$ cat src/hw/fetch_pkg.sv
// fetch front end shared definitions
// address, block and line types plus fixed fetch geometry

package fetch_pkg;

	localparam int PADDR_W = 32;                 // physical address width
	localparam int BLOCK_W = 128;                // one fetch block, four words
	localparam int BLOCKS_PER_LINE = 4;          // 64-byte line
	localparam int WORD_SEL_W = $clog2(BLOCKS_PER_LINE);
	localparam int FETCH_W = PADDR_W - 4;        // bits above the 16-byte offset
	localparam int LINE_W = PADDR_W - 6;         // bits above the 64-byte offset
	localparam int ROM_ENTRIES = 32;
	localparam int ROM_IDX_W = $clog2(ROM_ENTRIES);

	// top bit selects the boot ROM
	typedef logic [FETCH_W-1:0] fetch_addr_t;

	typedef logic [LINE_W-1:0] line_addr_t;

	typedef logic [BLOCK_W-1:0] block_t;

	// element 0 is the lowest addressed block
	typedef block_t [BLOCKS_PER_LINE-1:0] line_t;

endpackage

$ cat src/hw/miss_tracker.sv
// outstanding line fill tracker
// allocates one slot per cycle for a hart that missed, alternating
// between harts when both need a new line, sends each slot's line
// read once and turns the tagged return into a cache fill

`timescale 1ns/1ns

module miss_tracker
	import fetch_pkg::*;
#(
	parameter int NUM_SLOTS = 8,                 // power of two, tag is the slot number
	localparam int TAG_W = $clog2(NUM_SLOTS)
) (
	input  logic             clk,
	input  logic             reset,
	input  logic             i_need_0,
	input  logic             i_need_1,
	input  line_addr_t       i_line_0,
	input  line_addr_t       i_line_1,
	input  logic             i_mem_resp,
	input  logic [TAG_W-1:0] i_mem_tag,
	input  line_t            i_mem_data,
	output logic             o_mem_req,
	output logic [TAG_W-1:0] o_mem_tag,
	output line_addr_t       o_mem_addr,
	output logic             o_fill,
	output line_addr_t       o_fill_line,
	output line_t            o_fill_data
);

	line_addr_t slot_addr [NUM_SLOTS];
	logic [NUM_SLOTS-1:0] busy;
	logic [NUM_SLOTS-1:0] sent;              // read already issued
	logic [TAG_W-1:0] issue_ptr;
	logic sched;                             // which hart wins a tie

	logic [NUM_SLOTS-1:0] loading_0;
	logic [NUM_SLOTS-1:0] loading_1;
	logic same_line;
	logic want_0;
	logic want_1;
	logic both;
	logic any_free;
	logic [TAG_W-1:0] free_slot;
	logic alloc;
	logic alloc_hart;
	line_addr_t alloc_line;
	logic issue;
	logic [TAG_W-1:0] issue_slot;

	// line already loading
	always_comb begin
		for (int n = 0; n < NUM_SLOTS; n++) begin
			loading_0[n] = busy[n] && (slot_addr[n] == i_line_0);
			loading_1[n] = busy[n] && (slot_addr[n] == i_line_1);
		end
	end

	assign same_line = (i_line_0 == i_line_1);
	assign want_0 = i_need_0 && !(|loading_0);
	assign want_1 = i_need_1 && !(|loading_1) && !(want_0 && same_line);  // one slot per line
	assign both = want_0 && want_1;

	// lowest free slot
	always_comb begin
		any_free = 1'b0;
		free_slot = '0;
		for (int n = NUM_SLOTS - 1; n >= 0; n--) begin
			if (!busy[n]) begin
				any_free = 1'b1;
				free_slot = TAG_W'(n);
			end
		end
	end

	assign alloc = any_free && (want_0 || want_1);
	assign alloc_hart = both ? sched : want_1;
	assign alloc_line = alloc_hart ? i_line_1 : i_line_0;

	// first unsent slot at or after the pointer
	always_comb begin
		logic [TAG_W-1:0] cand;

		issue = 1'b0;
		issue_slot = issue_ptr;
		for (int k = NUM_SLOTS - 1; k >= 0; k--) begin
			cand = issue_ptr + TAG_W'(k);
			if (busy[cand] && !sent[cand]) begin
				issue = 1'b1;
				issue_slot = cand;
			end
		end
	end

	assign o_mem_req = issue;
	assign o_mem_tag = issue_slot;
	assign o_mem_addr = slot_addr[issue_slot];

	assign o_fill = i_mem_resp;
	assign o_fill_line = slot_addr[i_mem_tag];
	assign o_fill_data = i_mem_data;

	// issue, return and allocate always touch different slots
	always_ff @(posedge clk) begin
		if (reset) begin
			busy <= '0;
			sent <= '0;
			issue_ptr <= '0;
			sched <= 1'b0;
		end else begin
			if (issue) begin
				sent[issue_slot] <= 1'b1;
				issue_ptr <= issue_slot + 1'b1;    // wraps
			end
			if (i_mem_resp) begin
				busy[i_mem_tag] <= 1'b0;
			end
			if (alloc) begin
				busy[free_slot] <= 1'b1;
				sent[free_slot] <= 1'b0;
			end
			if (alloc && both) begin
				sched <= !sched;
			end
		end
	end

	always_ff @(posedge clk) begin
		if (alloc) begin
			slot_addr[free_slot] <= alloc_line;
		end
	end

endmodule

$ cat config.mk
export PLATFORM = sky130hd
export DESIGN_NAME = miss_tracker
export DESIGN_NICKNAME = d
export VERILOG_FILES = /design/src/hw/fetch_pkg.sv /design/src/hw/miss_tracker.sv
export SDC_FILE = /design/constraint.sdc
export NUM_CORES = 1
export LEC_CHECK = 0
export ABC_AREA = 1
export BUFFER_PORTS_ARGS = -buffer_cell sky130_fd_sc_hd__clkbuf_2
export CAP_MARGIN = 20
export CORE_AREA = 3 3 442 444
export DETAILED_ROUTE_END_ITERATION = 10
export DIE_AREA = 0 0 445 447
export GPL_ROUTABILITY_DRIVEN = 0
export PLACE_DENSITY = 0.3
export SYNTH_ARGS = -nofsm -noshare
export SYNTH_HDL_FRONTEND = slang
export SYNTH_SLANG_ARGS = --single-unit
$ cat constraint.sdc
create_clock -name clk -period 9.5 [get_ports clk]
set_input_delay 1.9 -clock clk [delete_from_list [all_inputs] [get_ports clk]]
set_output_delay 1.9 -clock clk [all_outputs]
set_load 0.01 [all_outputs]
Word-level counts from Yosys, hierarchy flattened
Memory sizes are Yosys's and may differ from the RTL's.
Index checks and enable logic that the tools add are counted.
- output and inout port bits: 569
- RAM bits: 208
- word-level logic and storage cells: 179
- register bits: 20
- memories: 1
- input bits: 572
- memories (memory ; depth ; bits a word ; rd ports ; clocked after Yosys merged registers in ; wr ports ; RTL line ; source):
    slot_addr ; 8 ; 26 ; 10 ; 0 ; 1 ; miss_tracker.sv:31 ; line_addr_t slot_addr [NUM_SLOTS];
- $add $sub $neg: 8
- bitwise operators: 6
- mux-type cells: 80
- reduce and logical (&&, ||, !) cells: 49
- equality and inequality tests: 17
- magnitude comparators: 14
- operators by type and width (operator ; number):
    $eq A26 B26 Y1 ; 17
    $bmux W1 S3 ; 16
    $mux W3 ; 16
    $mux W8 ; 6
    $lt A3 B4 Y1 const B ; 11
    $mux W1 ; 38
    $logic_and A1 B1 Y1 ; 34
    $mux W26 ; 1
    $and A8 B8 Y8 ; 2
    $not A8 Y8 ; 2
    $or A8 B8 Y8 ; 2
    $reduce_or A8 Y1 ; 2
    $add A3 B3 Y3 const B ; 4
    $logic_not A1 Y1 ; 12
    $demux W1 S3 ; 3
    $ge A3 B1 Y1 const B ; 3
    $add A3 B1 Y3 const B ; 2
    $add A3 B2 Y3 const B ; 2
    $logic_or A1 B1 Y1 ; 1

Depth between registers and ports, before layout
Gate-level depths: netlist (run 1).
- depth after elaboration: 22
- depth in mapped cells: 26
- gate-level depth less buffers: 22

Least setup slack after synthesis (run 1)
No wires, ideal clock.
- path type: in2out
- start: input i_mem_tag[0]
- end: output o_fill_line[14]
- arrival: 3134 ps
- path slack: 4466 ps
- stages: 6
- required time: 7600 ps
- buffers on the path: 3
- path through: inv_1 clkbuf_1 clkbuf_1 clkbuf_1 nor2_1 o2111ai_1
- longest elaborated chain between the ends: 1
- ends and longest elaborated chain (what ; RTL line ; source):
    start, declared ; miss_tracker.sv:21 ; input logic [TAG_W-1:0] i_mem_tag,
    $mem_v2 Z8 W26 ; -- ;
    end, declared ; miss_tracker.sv:27 ; output line_addr_t o_fill_line,
Every way passes these cells.

Final worst setup path (run 1)
- start: register issue_ptr[1]
- end: output o_mem_addr[8]
- longest elaborated chain between the ends: 14
- elaborated cells between the ends (all ways): 64
- those cells by class: 7 x add/sub; 40 x mux; 16 x reduce/logical; 1 x memory
- ends and longest elaborated chain (what ; RTL line ; source):
    start, declared ; miss_tracker.sv:34 ; logic [TAG_W-1:0] issue_ptr;
    start signal, assigned ; miss_tracker.sv:113 ; issue_ptr <= issue_slot + 1'b1;
    $add A3 B3 Y3 ; miss_tracker.sv:87 ; cand = issue_ptr + TAG_W'(k);
    $bmux W1 S3 ; miss_tracker.sv:88 ; if (busy[cand] && !sent[cand]) begin
    $mux W1 (not written as such) ; miss_tracker.sv:88 ;
    $logic_not A1 Y1 ; miss_tracker.sv:88 ;
    $logic_and A1 B1 Y1 ; miss_tracker.sv:88 ;
    $mux W3 (7 in a row) ; miss_tracker.sv:88 ;
    $mux W3 (*) ; miss_tracker.sv:88 ;
    $mem_v2 Z8 W26 (*) ; -- ;
    end, declared ; miss_tracker.sv:25 ; output line_addr_t o_mem_addr,
Every way passes the cells marked *; elsewhere a longest branch is shown, timed or not. The select of a mux whose other input is x is not followed.

==> results_tabular.tex, run 1 <==
\begin{tabular}{lr}
\hline
Metric & Value \\
\hline
\multicolumn{2}{l}{\textbf{Setup path}} \\
Most frequent cell on the critical path & nand2\_1 \\
Minimum setup slack among reg-to-reg paths & 4.64 ns \\
WP data arrival & 6.18 ns \\
WS Path Type & reg2out \\
Worst reg2reg endpoint & issue\_ptr[2] \\
Worst setup SP type & flop \\
Number of logic stages on the critical path including buffering & 23 \\
Cells along the critical path & inv\_1 > ha\_1 > inv\_1 > nand3\_1 > nand2\_1 > nand3\_1 > nand2\_2 > nand2\_1 > nand2\_1 > nand2\_1 > nand2\_1 > nand2\_1 > nand2\_2 > nand3\_4 > nand2\_4 > buf\_4 > nand2\_1 > nand2\_1 > nand2\_1 > nand2\_1 > nand2\_1 > nand2\_1 > clkbuf\_2 \\
R2r worst-path depth & 21 \\
Start point of the critical path & issue\_ptr[1] \\
Cell type group with the largest total delay on the critical path & simple AND/OR/NAND/NOR gates \\
Crit. End Element & output pin \\
Maximum single-stage delay on the critical path & 1.07 ns \\
Crit Path Max Fanout & 74 \\
Capture point of the worst path & o\_mem\_addr[8] \\
WP buf/inv & 4 \\
Reg-to-reg critical path startpoint & issue\_ptr[1] \\
Critical path required time & 7.60 ns \\
Slowest stage cell, crit path & nand2\_4 \\
\multicolumn{2}{l}{\textbf{Logic synthesis}} \\
Area share of the leading cell type in the synthesized netlist & 28.65\% \\
Dominant cell by count in the synthesized netlist & nand2\_1 \\
Share of flip-flops with an asynchronous set or reset after synthesis & 0\% \\
Synthesized instance count & 3055 \\
Area leader, netlist & edfxtp\_1 \\
Unique masters post-synth & 42 \\
Number of storage elements in the synthesis netlist & 228 \\
Most instantiated cells after synthesis & 710 x nand2\_1, 523 x buf\_4, 255 x inv\_1 \\
Mapped Area & 21800 sq um \\
Cells taking the most area after synthesis & edfxtp\_1 29\%, buf\_4 18\%, nand2\_1 12\% \\
Top FF cell, synth & edfxtp\_1 \\
Number of synthesized flops with an enable pin & 208 \\
Synthesized area per cell & 7.136 sq um \\
Number of warning messages in the yosys log & 0 \\
Fraction of the yosys area taken by sequential cells & 30.49\% \\
Synthesized Nets & 3629 \\
\multicolumn{2}{l}{\textbf{Die}} \\
Die boundary height & 447 microns \\
Ports & 1141 \\
Core Footprint & 192000 sq um \\
Die X-Extent & 445 microns \\
Initial standard-cell utilization of the core & 11.36\% \\
Cell Rows & 161 \\
DIE AREA & 198900 sq um \\
\multicolumn{2}{l}{\textbf{Pwr}} \\
Leakage & 8.409 nW \\
Total power consumption of the routed design & 7.228 mW \\
Power Dens Cells & 324.6 nW/um\^{}2 \\
Maximum VDD drop & 0.3899 mV \\
\multicolumn{2}{l}{\textbf{Hold path}} \\
Min-delay worst type & reg2reg \\
\multicolumn{2}{l}{\textbf{STA}} \\
Final worst-path cycle share & 85.10\% \\
Highest achievable clock rate & 123.7 MHz \\
RSZ-0062 raised after global routing & no \\
Final setup violation count & 0 \\
Slew at the pin closest to its max-slew limit & 1.131 ns \\
Post-route minimum period & 8.085 ns \\
Setup TNS Final & 0 ns \\
Max-slew violation count & 0 \\
Worst rel slew slack & 23.93\% \\
Final setup skew & 0.02256 ns \\
Final-report hold violation count & 0 \\
\multicolumn{2}{l}{\textbf{Outcome}} \\
Outcome & finished clean \\
\multicolumn{2}{l}{\textbf{Global routing}} \\
Overflow after GRT & 0 \\
Vias in the first global route & 20527 \\
Wire length of the first global-routing pass & 316.1 mm \\
All-Layer GR Usage & 25.66\% \\
Initial antenna violation count & 13 \\
Largest net degree at the start of global routing & 85 \\
\multicolumn{2}{l}{\textbf{Job}} \\
Count of maximum capacitance violations & 0 \\
\multicolumn{2}{l}{\textbf{Route}} \\
Detailed-route via count & 22260 \\
Via density & 4.346 \\
Drt first pass iters & 6 \\
Antenna-violating nets left & 0 \\
First-iteration detailed-routing DRC count & 2878 \\
Number of DRC violations after detailed routing & 0 \\
Average wire length per cell after detail routing & 52.31 microns \\
Sum of routed wire length over all layers & 267.9 mm \\
\multicolumn{2}{l}{\textbf{Clocking}} \\
Number of H-tree levels & 1 \\
CTS tree & done \\
Later-pin clock latency in the skew report & 0.59 ns \\
Register clock-pin slew on the reported worst setup and hold paths & 0.06 ns \\
Number of buffers between clock root and the deepest sink & 3 \\
Inserted Clock Buffers & 27 \\
Setup fix buffers added after clock tree synthesis & 0 \\
Root Buffer Master & clkbuf\_16 \\
Resized cells post-CTS & 0 \\
Hold\_buf cts & 0 \\
Number of sinks handled by clock tree synthesis & 228 \\
\multicolumn{2}{l}{\textbf{Final layout}} \\
Post-layout net count & 3142 \\
Number of inserted filler cells in the final layout & 22458 \\
Layout overhead on the synthesized area & 2.147\% \\
Core utilization of the finished layout & 11.60\% \\
Area used by sequential logic in the layout & 6646 sq um \\
Area of the multi-input gates & 9524 sq um \\
Share of cells above drive strength 1 & 8.655\% \\
\multicolumn{2}{l}{\textbf{Place}} \\
Number of I/O port buffers & 116 \\
Detail Placement HPWL & 232.8 mm \\
\hline
\end{tabular}
through the flow:
| step | cell area (sq um) | worst slack (ns) | std cells | hold slack [ns] |
|---|---|---|---|---|
| final | 22270 | 1.415 | 5122 | 0.4796 |
| after global routing | 22260 | 0.9279 | 5119 | 0.5152 |
| after CTS | 22230 | 1.387 | 5112 | 0.4829 |
| after detailed placement | 21190 | 2.023 | 5063 | 0.4674 |
| after global placement | 21150 | 2.080 | 5061 | 0.4731 |
| after floorplan | 21800 | 4.466 | 3055 | 0.4367 |
where the power goes:
group / total (mW) / switching, mW / internal [mW] / leakage [nW]
Combinational: 4.69 / 3.46 / 1.22 / 5.84
Clock: 1.28 / 0.484 / 0.794 / 0.499
Sequential: 1.26 / 0.0969 / 1.17 / 2.07
cells by family after synthesis:
| kind of cell | count (synthesis) | synth area share, % |
|---|---|---|
| and+or+nand+nor | 1243 | 24.42 |
| buffers and inverters | 939 | 25.98 |
| AOI/OAI and AO/OA | 505 | 13.45 |
| DFF | 228 | 30.49 |
| xor gates and xnor gates | 138 | 5.544 |
| adders and majority gates | 2 | 0.1148 |
sequential cells by signal (all words and copies together), names as in the netlist:
name and flops:
slot_addr 208, issue_ptr 3, busy 8, sched 1
sent 8
how the worst min path moves through the flow:
stage,slack [ns],startpoint,end,cells past startpoint
floorplan,0.44,sent[0],sent[0],2
global placement,0.47,sent[1],sent[1],2
detailed placement,0.47,sent[1],sent[1],2
CTS,0.48,sent[1],sent[1],2
global route,0.52,sent[1],sent[1],2
finish,0.48,sent[1],sent[1],2
routing by layer:
layer,GRT usage [%],vias to the layer above,wire [microns]
met5,7.009,-,1955
met4,6.727,30,8581
met3,30.85,301,72630
met2,40.11,2469,117400
met1,19.49,10711,67320
li1,-,8749,-
cell type report:
type	count	share of cell area, %
Multi-Input combinational cell	1888	42.77
Sequential cell	228	29.85
Tap cell	2526	14.19
Inverter	277	4.703
Timing Repair Buffer	146	3.697
Clock buffer	30	3.085
Clock inverter	19	1.613
Antenna cell	8	0.08990
worst min-delay path, cell delays in order (launching register included):
cell	delay (ns)
dfxtp_1	0.32
a21oi_1	0.04
nor2_1	0.08
cells in the final DEF, fill, tap and decap left out, drive strengths merged, types with 21 or more instances in the layout:
cell	count
a21oi	132
nand2	719
inv	262
edfxtp	208
clkbuf	148
buf	28
nand4	74
nand3	222
clkinv	21
nor4	27
xor2	54
nor2	162
o22ai	161
nor3	30
xnor2	84
o2111ai	31
o21ai	155
Note: power is estimated with default switching activity, not from simulation.
==> run 2, diff against run 1 <==
--- a/config.mk
+++ b/config.mk
@@ -8,9 +8,9 @@
 export ABC_AREA = 1
 export BUFFER_PORTS_ARGS = -buffer_cell sky130_fd_sc_hd__clkbuf_2
 export CAP_MARGIN = 20
-export CORE_AREA = 3 3 442 444
+export CORE_AREA = 2 2 441 443
 export DETAILED_ROUTE_END_ITERATION = 10
-export DIE_AREA = 0 0 445 447
+export DIE_AREA = 0 0 443 445
 export GPL_ROUTABILITY_DRIVEN = 0
 export PLACE_DENSITY = 0.3
 export SYNTH_ARGS = -nofsm -noshare
==> results_tabular.tex, run 2 (synthesis gave the netlist of run 1 again) <==
\begin{tabular}{lr}
\hline
Metric & Value \\
\hline
\multicolumn{2}{l}{\textbf{Clocking}} \\
Hold\_buf cts & 0 (unchanged) \\
Register clock-pin slew on the reported worst setup and hold paths & 0.06 ns (about the same) \\
Later-pin clock latency in the skew report & 0.63 ns (was 0.59 ns) \\
Resized cells post-CTS & 0 (unchanged) \\
Inserted Clock Buffers & 30 (was 27) \\
Number of sinks handled by clock tree synthesis & 228 (unchanged) \\
Number of H-tree levels & 1 (unchanged) \\
CTS tree & done (unchanged) \\
Root Buffer Master & clkbuf\_16 (unchanged) \\
Setup fix buffers added after clock tree synthesis & 0 (unchanged) \\
Number of buffers between clock root and the deepest sink & 3 (unchanged) \\
\multicolumn{2}{l}{\textbf{Route}} \\
Sum of routed wire length over all layers & 267.5 mm (was 267.9 mm) \\
Detailed-route via count & 22332 (was 22260) \\
Antenna-violating nets left & 0 (unchanged) \\
First-iteration detailed-routing DRC count & 2950 (was 2878) \\
Average wire length per cell after detail routing & 52.23 microns (was 52.31 microns) \\
Drt first pass iters & 6 (unchanged) \\
Via density & 4.361 (was 4.346) \\
Number of DRC violations after detailed routing & 0 (unchanged) \\
\multicolumn{2}{l}{\textbf{Die}} \\
Core Footprint & 192000 sq um (unchanged) \\
Initial standard-cell utilization of the core & 11.36\% (unchanged) \\
Die X-Extent & 443 microns (was 445 microns) \\
Cell Rows & 161 (unchanged) \\
Die boundary height & 445 microns (was 447 microns) \\
Ports & 1141 (unchanged) \\
DIE AREA & 197100 sq um (was 198900 sq um) \\
\multicolumn{2}{l}{\textbf{Setup path}} \\
WS Path Type & reg2out (unchanged) \\
Reg-to-reg critical path startpoint & issue\_ptr[1] (unchanged) \\
Worst reg2reg endpoint & issue\_ptr[2] (unchanged) \\
Worst setup SP type & flop (unchanged) \\
WP data arrival & 6.04 ns (was 6.18 ns) \\
R2r worst-path depth & 19 (was 21) \\
Critical path required time & 7.60 ns (about the same) \\
Crit Path Max Fanout & 58 (was 74) \\
Crit. End Element & output pin (unchanged) \\
Minimum setup slack among reg-to-reg paths & 4.88 ns (was 4.64 ns) \\
\multicolumn{2}{l}{\textbf{STA}} \\
RSZ-0062 raised after global routing & no (unchanged) \\
Setup TNS Final & 0 ns (unchanged) \\
Final Worst Setup Slack & 1.558 ns (was 1.415 ns) \\
Final setup skew & 0.02773 ns (was 0.02256 ns) \\
Post-route minimum period & 7.942 ns (was 8.085 ns) \\
Final setup violation count & 0 (unchanged) \\
Highest achievable clock rate & 125.9 MHz (was 123.7 MHz) \\
Final-report hold violation count & 0 (unchanged) \\
Final worst-path cycle share & 83.60\% (was 85.10\%) \\
Slew at the pin closest to its max-slew limit & 1.236 ns (was 1.131 ns) \\
Final Hold Slack & 0.4885 ns (was 0.4796 ns) \\
Max-slew violation count & 0 (unchanged) \\
Worst rel slew slack & 16.85\% (was 23.93\%) \\
\multicolumn{2}{l}{\textbf{Place}} \\
Cell count after placement & 5061 (was 5063) \\
Setup slack at placement & 2.189 ns (was 2.023 ns) \\
Detail Placement HPWL & 232.6 mm (was 232.8 mm) \\
Placed instance area & 21150 sq um (was 21190 sq um) \\
Number of I/O port buffers & 116 (unchanged) \\
\multicolumn{2}{l}{\textbf{Global routing}} \\
Wire length of the first global-routing pass & 315.7 mm (was 316.1 mm) \\
Largest net degree at the start of global routing & 76 (was 85) \\
Overflow after GRT & 0 (unchanged) \\
Vias in the first global route & 19977 (was 20527) \\
All-Layer GR Usage & 25.93\% (was 25.66\%) \\
Initial antenna violation count & 18 (was 13) \\
\multicolumn{2}{l}{\textbf{Final layout}} \\
Flip-flop count of the largest register, all copies and words added & 208 (unchanged) \\
Final non-filler cell area & 22210 sq um (was 22270 sq um) \\
Reg with most FFs & slot\_addr (unchanged) \\
Area of the multi-input gates & 9524 sq um (unchanged) \\
Share of cells above drive strength 1 & 8.758\% (was 8.655\%) \\
Layout overhead on the synthesized area & 1.894\% (was 2.147\%) \\
Top flop regs & slot\_addr: 208 flops, busy: 8 flops, sent: 8 flops (unchanged) \\
Leading cell types in the layout, fill and taps excluded & 709 x nand2\_1, 248 x inv\_1, 219 x nand3\_1 (was 709 x nand2\_1, 250 x inv\_1, 219 x nand3\_1) \\
Post-layout net count & 3142 (unchanged) \\
Final cell count without fillers & 5121 (was 5122) \\
Most common cell after layout, fill and taps aside & nand2\_1 (unchanged) \\
Number of inserted filler cells in the final layout & 22346 (was 22458) \\
Area used by sequential logic in the layout & 6646 sq um (unchanged) \\
\multicolumn{2}{l}{\textbf{Hold path}} \\
Endpoint of the worst hold path & sent[2] (was sent[1]) \\
Worst min-delay path startpoint & sent[2] (was sent[1]) \\
Count of cells along the worst hold path & 2 (unchanged) \\
Min-delay worst type & reg2reg (unchanged) \\
\multicolumn{2}{l}{\textbf{Pwr}} \\
Maximum VDD drop & 0.3718 mV (was 0.3899 mV) \\
Power Dens Cells & 322.3 nW/um\^{}2 (was 324.6 nW/um\^{}2) \\
Leakage & 8.397 nW (was 8.409 nW) \\
\multicolumn{2}{l}{\textbf{Outcome}} \\
Outcome & finished clean (unchanged) \\
\multicolumn{2}{l}{\textbf{Job}} \\
Count of maximum capacitance violations & 0 (unchanged) \\
\hline
\end{tabular}
## run 2: worst max-delay path: stages (launching register included)
cell	delay, ns
dfxtp_1	0.66
inv_1	0.34
ha_1	0.59
inv_1	0.20
nand3_1	0.17
nand3_2	0.10
nand2_2	0.10
nand2_1	0.05
nand2_1	0.08
nand2_1	0.06
nand2_1	0.05
nand2_1	0.06
nand2_2	0.10
nand3_4	0.58
nand2_4	0.92
buf_4	0.62
nand2_1	0.11
nand2_1	0.08
nand2_1	0.05
nand2_1	0.08
nand2_1	0.05
nand2_1	0.16
clkbuf_2	0.16
## run 2: final cells by class
type	count	area share (%)
well taps	2526	14.23
diodes	3	0.03380
repair buffers	143	3.492
inverters	277	4.715
flip-flops and latches	228	29.92
multi-input cells	1888	42.88
clock buffers	37	3.684
clock inverters	19	1.048
## run 2: power breakdown
| group | switching [mW] | leakage (nW) | internal, mW | total, mW |
|---|---|---|---|---|
| logic | 3.39 | 5.82 | 1.22 | 4.62 |
| clock network | 0.529 | 0.505 | 0.745 | 1.27 |
| registers | 0.0965 | 2.07 | 1.17 | 1.26 |
| total | 4.02 | 8.40 | 3.14 | 7.16 |
## run 2: worst max-delay path by stage
| stage | startpoint | to | slack (ns) | cells past startpoint |
|---|---|---|---|---|
| after floorplan | i_mem_tag[0] | o_fill_line[14] | 4.47 | 6 |
| after global placement | issue_ptr[0] | o_mem_addr[22] | 2.16 | 23 |
| after detailed placement | issue_ptr[0] | o_mem_addr[22] | 2.19 | 23 |
| after CTS | issue_ptr[0] | o_mem_addr[22] | 1.52 | 23 |
| after global routing | issue_ptr[1] | o_mem_addr[22] | 1.01 | 23 |
| final | issue_ptr[1] | o_mem_addr[15] | 1.56 | 22 |
## run 2: per-layer routing
layer	routed length [microns]	share of wire, %	global-route usage [%]	up-vias
li1	-	-	-	8760
met3	72950	27	31.35	278
met4	7538	2.8	5.860	34
met1	67740	25	19.86	10755
met5	2710	1.0	9.866	-
met2	116500	44	40.18	2505
## run 2: through the flow
stage / power (mW) / util (%)
3_3_place_gp: 5.988 / 11.01
2_1_floorplan: 4.388 / -
6_report: 7.158 / 11.57
5_1_grt: 7.642 / 11.57
4_1_cts: 7.249 / 11.56
3_5_place_dp: 5.956 / 11.02
==> run 3, diff against run 2 <==
==> constraint.sdc (replaced) <==
create_clock -name clk -period 8.2 [get_ports clk]
set_input_delay 1.64 -clock clk [delete_from_list [all_inputs] [get_ports clk]]
set_output_delay 1.64 -clock clk [all_outputs]
set_load 0.01 [all_outputs]
==> results_tabular.tex, run 3 (synthesis gave the netlist of run 1 again) <==
\begin{tabular}{lr}
\hline
Metric & Value \\
\hline
\multicolumn{2}{l}{\textbf{Global routing}} \\
All-Layer GR Usage & 25.90\% (was 25.93\%) \\
Vias in the first global route & 20311 (was 19977) \\
Routing usage on met2 & 40.68\% (was 40.18\%) \\
Wire length of the first global-routing pass & 315.8 mm (was 315.7 mm) \\
Global Route met1 Usage & 20.02\% (was 19.86\%) \\
Largest net degree at the start of global routing & 86 (was 76) \\
Overflow after GRT & 0 (unchanged) \\
Gr busiest metal & met2 (unchanged) \\
Global routing met3 resource utilization & 31.02\% (was 31.35\%) \\
Initial antenna violation count & 22 (was 18) \\
\multicolumn{2}{l}{\textbf{Clocking}} \\
Number of H-tree levels & 1 (unchanged) \\
Number of sinks handled by clock tree synthesis & 228 (unchanged) \\
Root Buffer Master & clkbuf\_16 (unchanged) \\
Number of buffers between clock root and the deepest sink & 3 (unchanged) \\
Setup fix buffers added after clock tree synthesis & 0 (unchanged) \\
Inserted Clock Buffers & 29 (was 30) \\
Register clock-pin slew on the reported worst setup and hold paths & 0.07 ns (was 0.06 ns) \\
Hold\_buf cts & 0 (unchanged) \\
Later-pin clock latency in the skew report & 0.62 ns (was 0.63 ns) \\
CTS tree & done (unchanged) \\
Resized cells post-CTS & 0 (unchanged) \\
\multicolumn{2}{l}{\textbf{Route}} \\
Via density & 4.370 (was 4.361) \\
First-iteration detailed-routing DRC count & 2857 (was 2950) \\
Average wire length per cell after detail routing & 52.28 microns (was 52.23 microns) \\
Antenna-violating nets left & 0 (unchanged) \\
Sum of routed wire length over all layers & 267.4 mm (was 267.5 mm) \\
Drt first pass iters & 5 (was 6) \\
Detailed-route via count & 22353 (was 22332) \\
Number of DRC violations after detailed routing & 0 (unchanged) \\
\multicolumn{2}{l}{\textbf{STA}} \\
Worst rel slew slack & 26.05\% (was 16.85\%) \\
Max-slew violation count & 0 (unchanged) \\
Final setup skew & 0.04076 ns (was 0.02773 ns) \\
RSZ-0062 raised after global routing & no (unchanged) \\
Final-report hold violation count & 0 (unchanged) \\
Setup TNS Final & 0 ns (unchanged) \\
Slew at the pin closest to its max-slew limit & 1.108 ns (was 1.236 ns) \\
Final setup violation count & 0 (unchanged) \\
Final worst-path cycle share & 90.53\% \\
Post-route minimum period & 7.424 ns \\
Highest achievable clock rate & 134.7 MHz \\
\multicolumn{2}{l}{\textbf{Setup path}} \\
Cell type group with the largest total delay on the critical path & simple AND/OR/NAND/NOR gates (unchanged) \\
Most frequent cell on the critical path & nand2\_1 (unchanged) \\
Crit Path Max Fanout & 53 (was 58) \\
Critical path required time & 6.56 ns (was 7.60 ns) \\
Crit. End Element & output pin (unchanged) \\
Start point of the critical path & issue\_ptr[1] (unchanged) \\
Worst setup SP type & flop (unchanged) \\
Cells along the critical path & inv\_1 > ha\_1 > inv\_1 > nand3\_1 > nand2\_1 > nand3\_1 > nand2\_2 > nand2\_1 > nand2\_1 > nand2\_1 > nand2\_1 > nand2\_1 > nand2\_2 > nand3\_4 > nand2\_4 > buf\_4 > nand2\_1 > nand2\_1 > nand2\_1 > nand2\_1 > nand2\_1 > nand2\_1 > clkbuf\_2 (was inv\_1 > ha\_1 > inv\_1 > nand3\_1 > nand3\_2 > nand2\_2 > nand2\_1 > nand2\_1 > nand2\_1 > nand2\_1 > nand2\_1 > nand2\_2 > nand3\_4 > nand2\_4 > buf\_4 > nand2\_1 > nand2\_1 > nand2\_1 > nand2\_1 > nand2\_1 > nand2\_1 > clkbuf\_2) \\
WP data arrival & 5.78 ns (was 6.04 ns) \\
WS Path Type & reg2out (unchanged) \\
Slowest stage cell, crit path & dfxtp\_1 (was nand2\_4) \\
WP buf/inv & 4 (unchanged) \\
Maximum single-stage delay on the critical path & 0.67 ns (was 0.92 ns) \\
Reg-to-reg critical path startpoint & slot\_addr[4][17] (was issue\_ptr[1]) \\
\multicolumn{2}{l}{\textbf{Pwr}} \\
Power Dens Cells & 371.2 nW/um\^{}2 (was 322.3 nW/um\^{}2) \\
Leakage & 8.355 nW (was 8.397 nW) \\
Net Sw Frac & 56.63\% (was 56.16\%) \\
Combinational share of power & 65.8\% (was 64.5\%) \\
Clock power share & 16.4\% (was 17.8\%) \\
Maximum VDD drop & 0.3636 mV (was 0.3718 mV) \\
Net switching power & 4.649 mW (was 4.021 mW) \\
Power Internal & 3.561 mW (was 3.138 mW) \\
Sequential share of power & 17.9\% (was 17.7\%) \\
\multicolumn{2}{l}{\textbf{Final layout}} \\
Layout overhead on the synthesized area & 1.464\% (was 1.894\%) \\
Most common cell after layout, fill and taps aside & nand2\_1 (unchanged) \\
Core utilization of the finished layout & 11.52\% (was 11.57\%) \\
Leading cell types in the layout, fill and taps excluded & 709 x nand2\_1, 248 x inv\_1, 219 x nand3\_1 (unchanged) \\
Share of cells above drive strength 1 & 8.546\% (was 8.758\%) \\
Post-layout net count & 3140 (was 3142) \\
Top flop regs & slot\_addr: 208 flops, busy: 8 flops, sent: 8 flops (unchanged) \\
Reg with most FFs & slot\_addr (unchanged) \\
Flip-flop count of the largest register, all copies and words added & 208 (unchanged) \\
\multicolumn{2}{l}{\textbf{Hold path}} \\
Min-delay worst type & reg2reg (unchanged) \\
Worst min-delay path startpoint & sent[2] (unchanged) \\
\multicolumn{2}{l}{\textbf{Outcome}} \\
Outcome & finished clean (unchanged) \\
\multicolumn{2}{l}{\textbf{Die}} \\
DIE AREA & 197100 sq um (unchanged) \\
Ports & 1141 (unchanged) \\
Cell Rows & 161 (unchanged) \\
Core Footprint & 192000 sq um (unchanged) \\
Die boundary height & 445 microns (unchanged) \\
Initial standard-cell utilization of the core & 11.36\% (unchanged) \\
Die X-Extent & 443 microns (unchanged) \\
\multicolumn{2}{l}{\textbf{Job}} \\
Count of maximum capacitance violations & 0 (unchanged) \\
\multicolumn{2}{l}{\textbf{Place}} \\
Number of I/O port buffers & 116 (unchanged) \\
Detail Placement HPWL & 232.7 mm (was 232.6 mm) \\
\hline
\end{tabular}
## run 3: cell types whose count changed in the layout (fill, tap and decap cells not counted)
| cell | delta |
|---|---|
| clkbuf_1 | +3 |
| clkinv_1 | -3 |
| clkinv_2 | +3 |
| buf_12 | +2 |
| clkbuf_16 | -2 |
| clkbuf_8 | -2 |
| clkinvlp_4 | -2 |
| buf_2 | -1 |
| buf_4 | -1 |
| bufinv_16 | -1 |
| clkbuf_2 | -1 |
| clkinv_4 | -1 |
## run 3: power groups by stage
| stage | Combinational (mW) | Clock (mW) | Sequential, mW |
|---|---|---|---|
| detailed placement | 5.44 | 0 | 1.48 |
| finish | 5.40 | 1.34 | 1.47 |
| CTS | 5.46 | 1.37 | 1.46 |
| floorplan | 3.67 | 0 | 1.41 |
| global placement | 5.45 | 0 | 1.49 |
| global route | 5.89 | 1.40 | 1.47 |
## run 3: metal layers
| metal | wire, microns | share of wire [%] |
|---|---|---|
| met5 | 2198 | 0.82 |
| met1 | 69200 | 26 |
| met3 | 71400 | 27 |
| met2 | 118200 | 44 |
| met4 | 6355 | 2.4 |
## run 3: area by class of cell
cell class	count	area (sq um)
Tap cell	2526	3161
Fill cell	22470	169900
Timing Repair Buffer	142	798.3
Inverter	277	1047
Multi-Input combinational cell	1888	9524
Clock buffer	36	752.0
Sequential cell	228	6646
Antenna cell	3	7.507
Clock inverter	15	182.7
## run 3: worst paths after layout
kind,endpoint,slack [ns],cells after the start
min,sent[2],0.50,2
max,o_mem_addr[8],0.78,23
min reg2reg,sent[2],0.50,2
max reg2reg,slot_addr[4][7],3.70,13
## run 3: worst register-to-register path: cells and delay by family, from the launching register on
| kind | cells | cell delay (ns) |
|---|---|---|
| DFF | 1 | 0.61 |
| buffers and inverters | 2 | 0.51 |
| AOI/OAI and AO/OA | 2 | 1.14 |
| and+or+nand+nor | 9 | 1.87 |
## run 3: through the flow
stage / total power, mW / hold WS (ns) / instances / setup slack, ns / cell area [sq um]
6_report: 8.210 / 0.4964 / 5115 / 0.7765 / 22120
5_1_grt: 8.765 / 0.5175 / 5114 / 0.3892 / 22120
4_1_cts: 8.294 / 0.4899 / 5111 / 0.7635 / 22110
3_5_place_dp: 6.929 / 0.4722 / 5060 / 1.452 / 21170
3_3_place_gp: 6.942 / 0.4712 / 5060 / 1.502 / 21170
2_1_floorplan: 5.084 / 0.4367 / 3055 / 3.661 / 21800
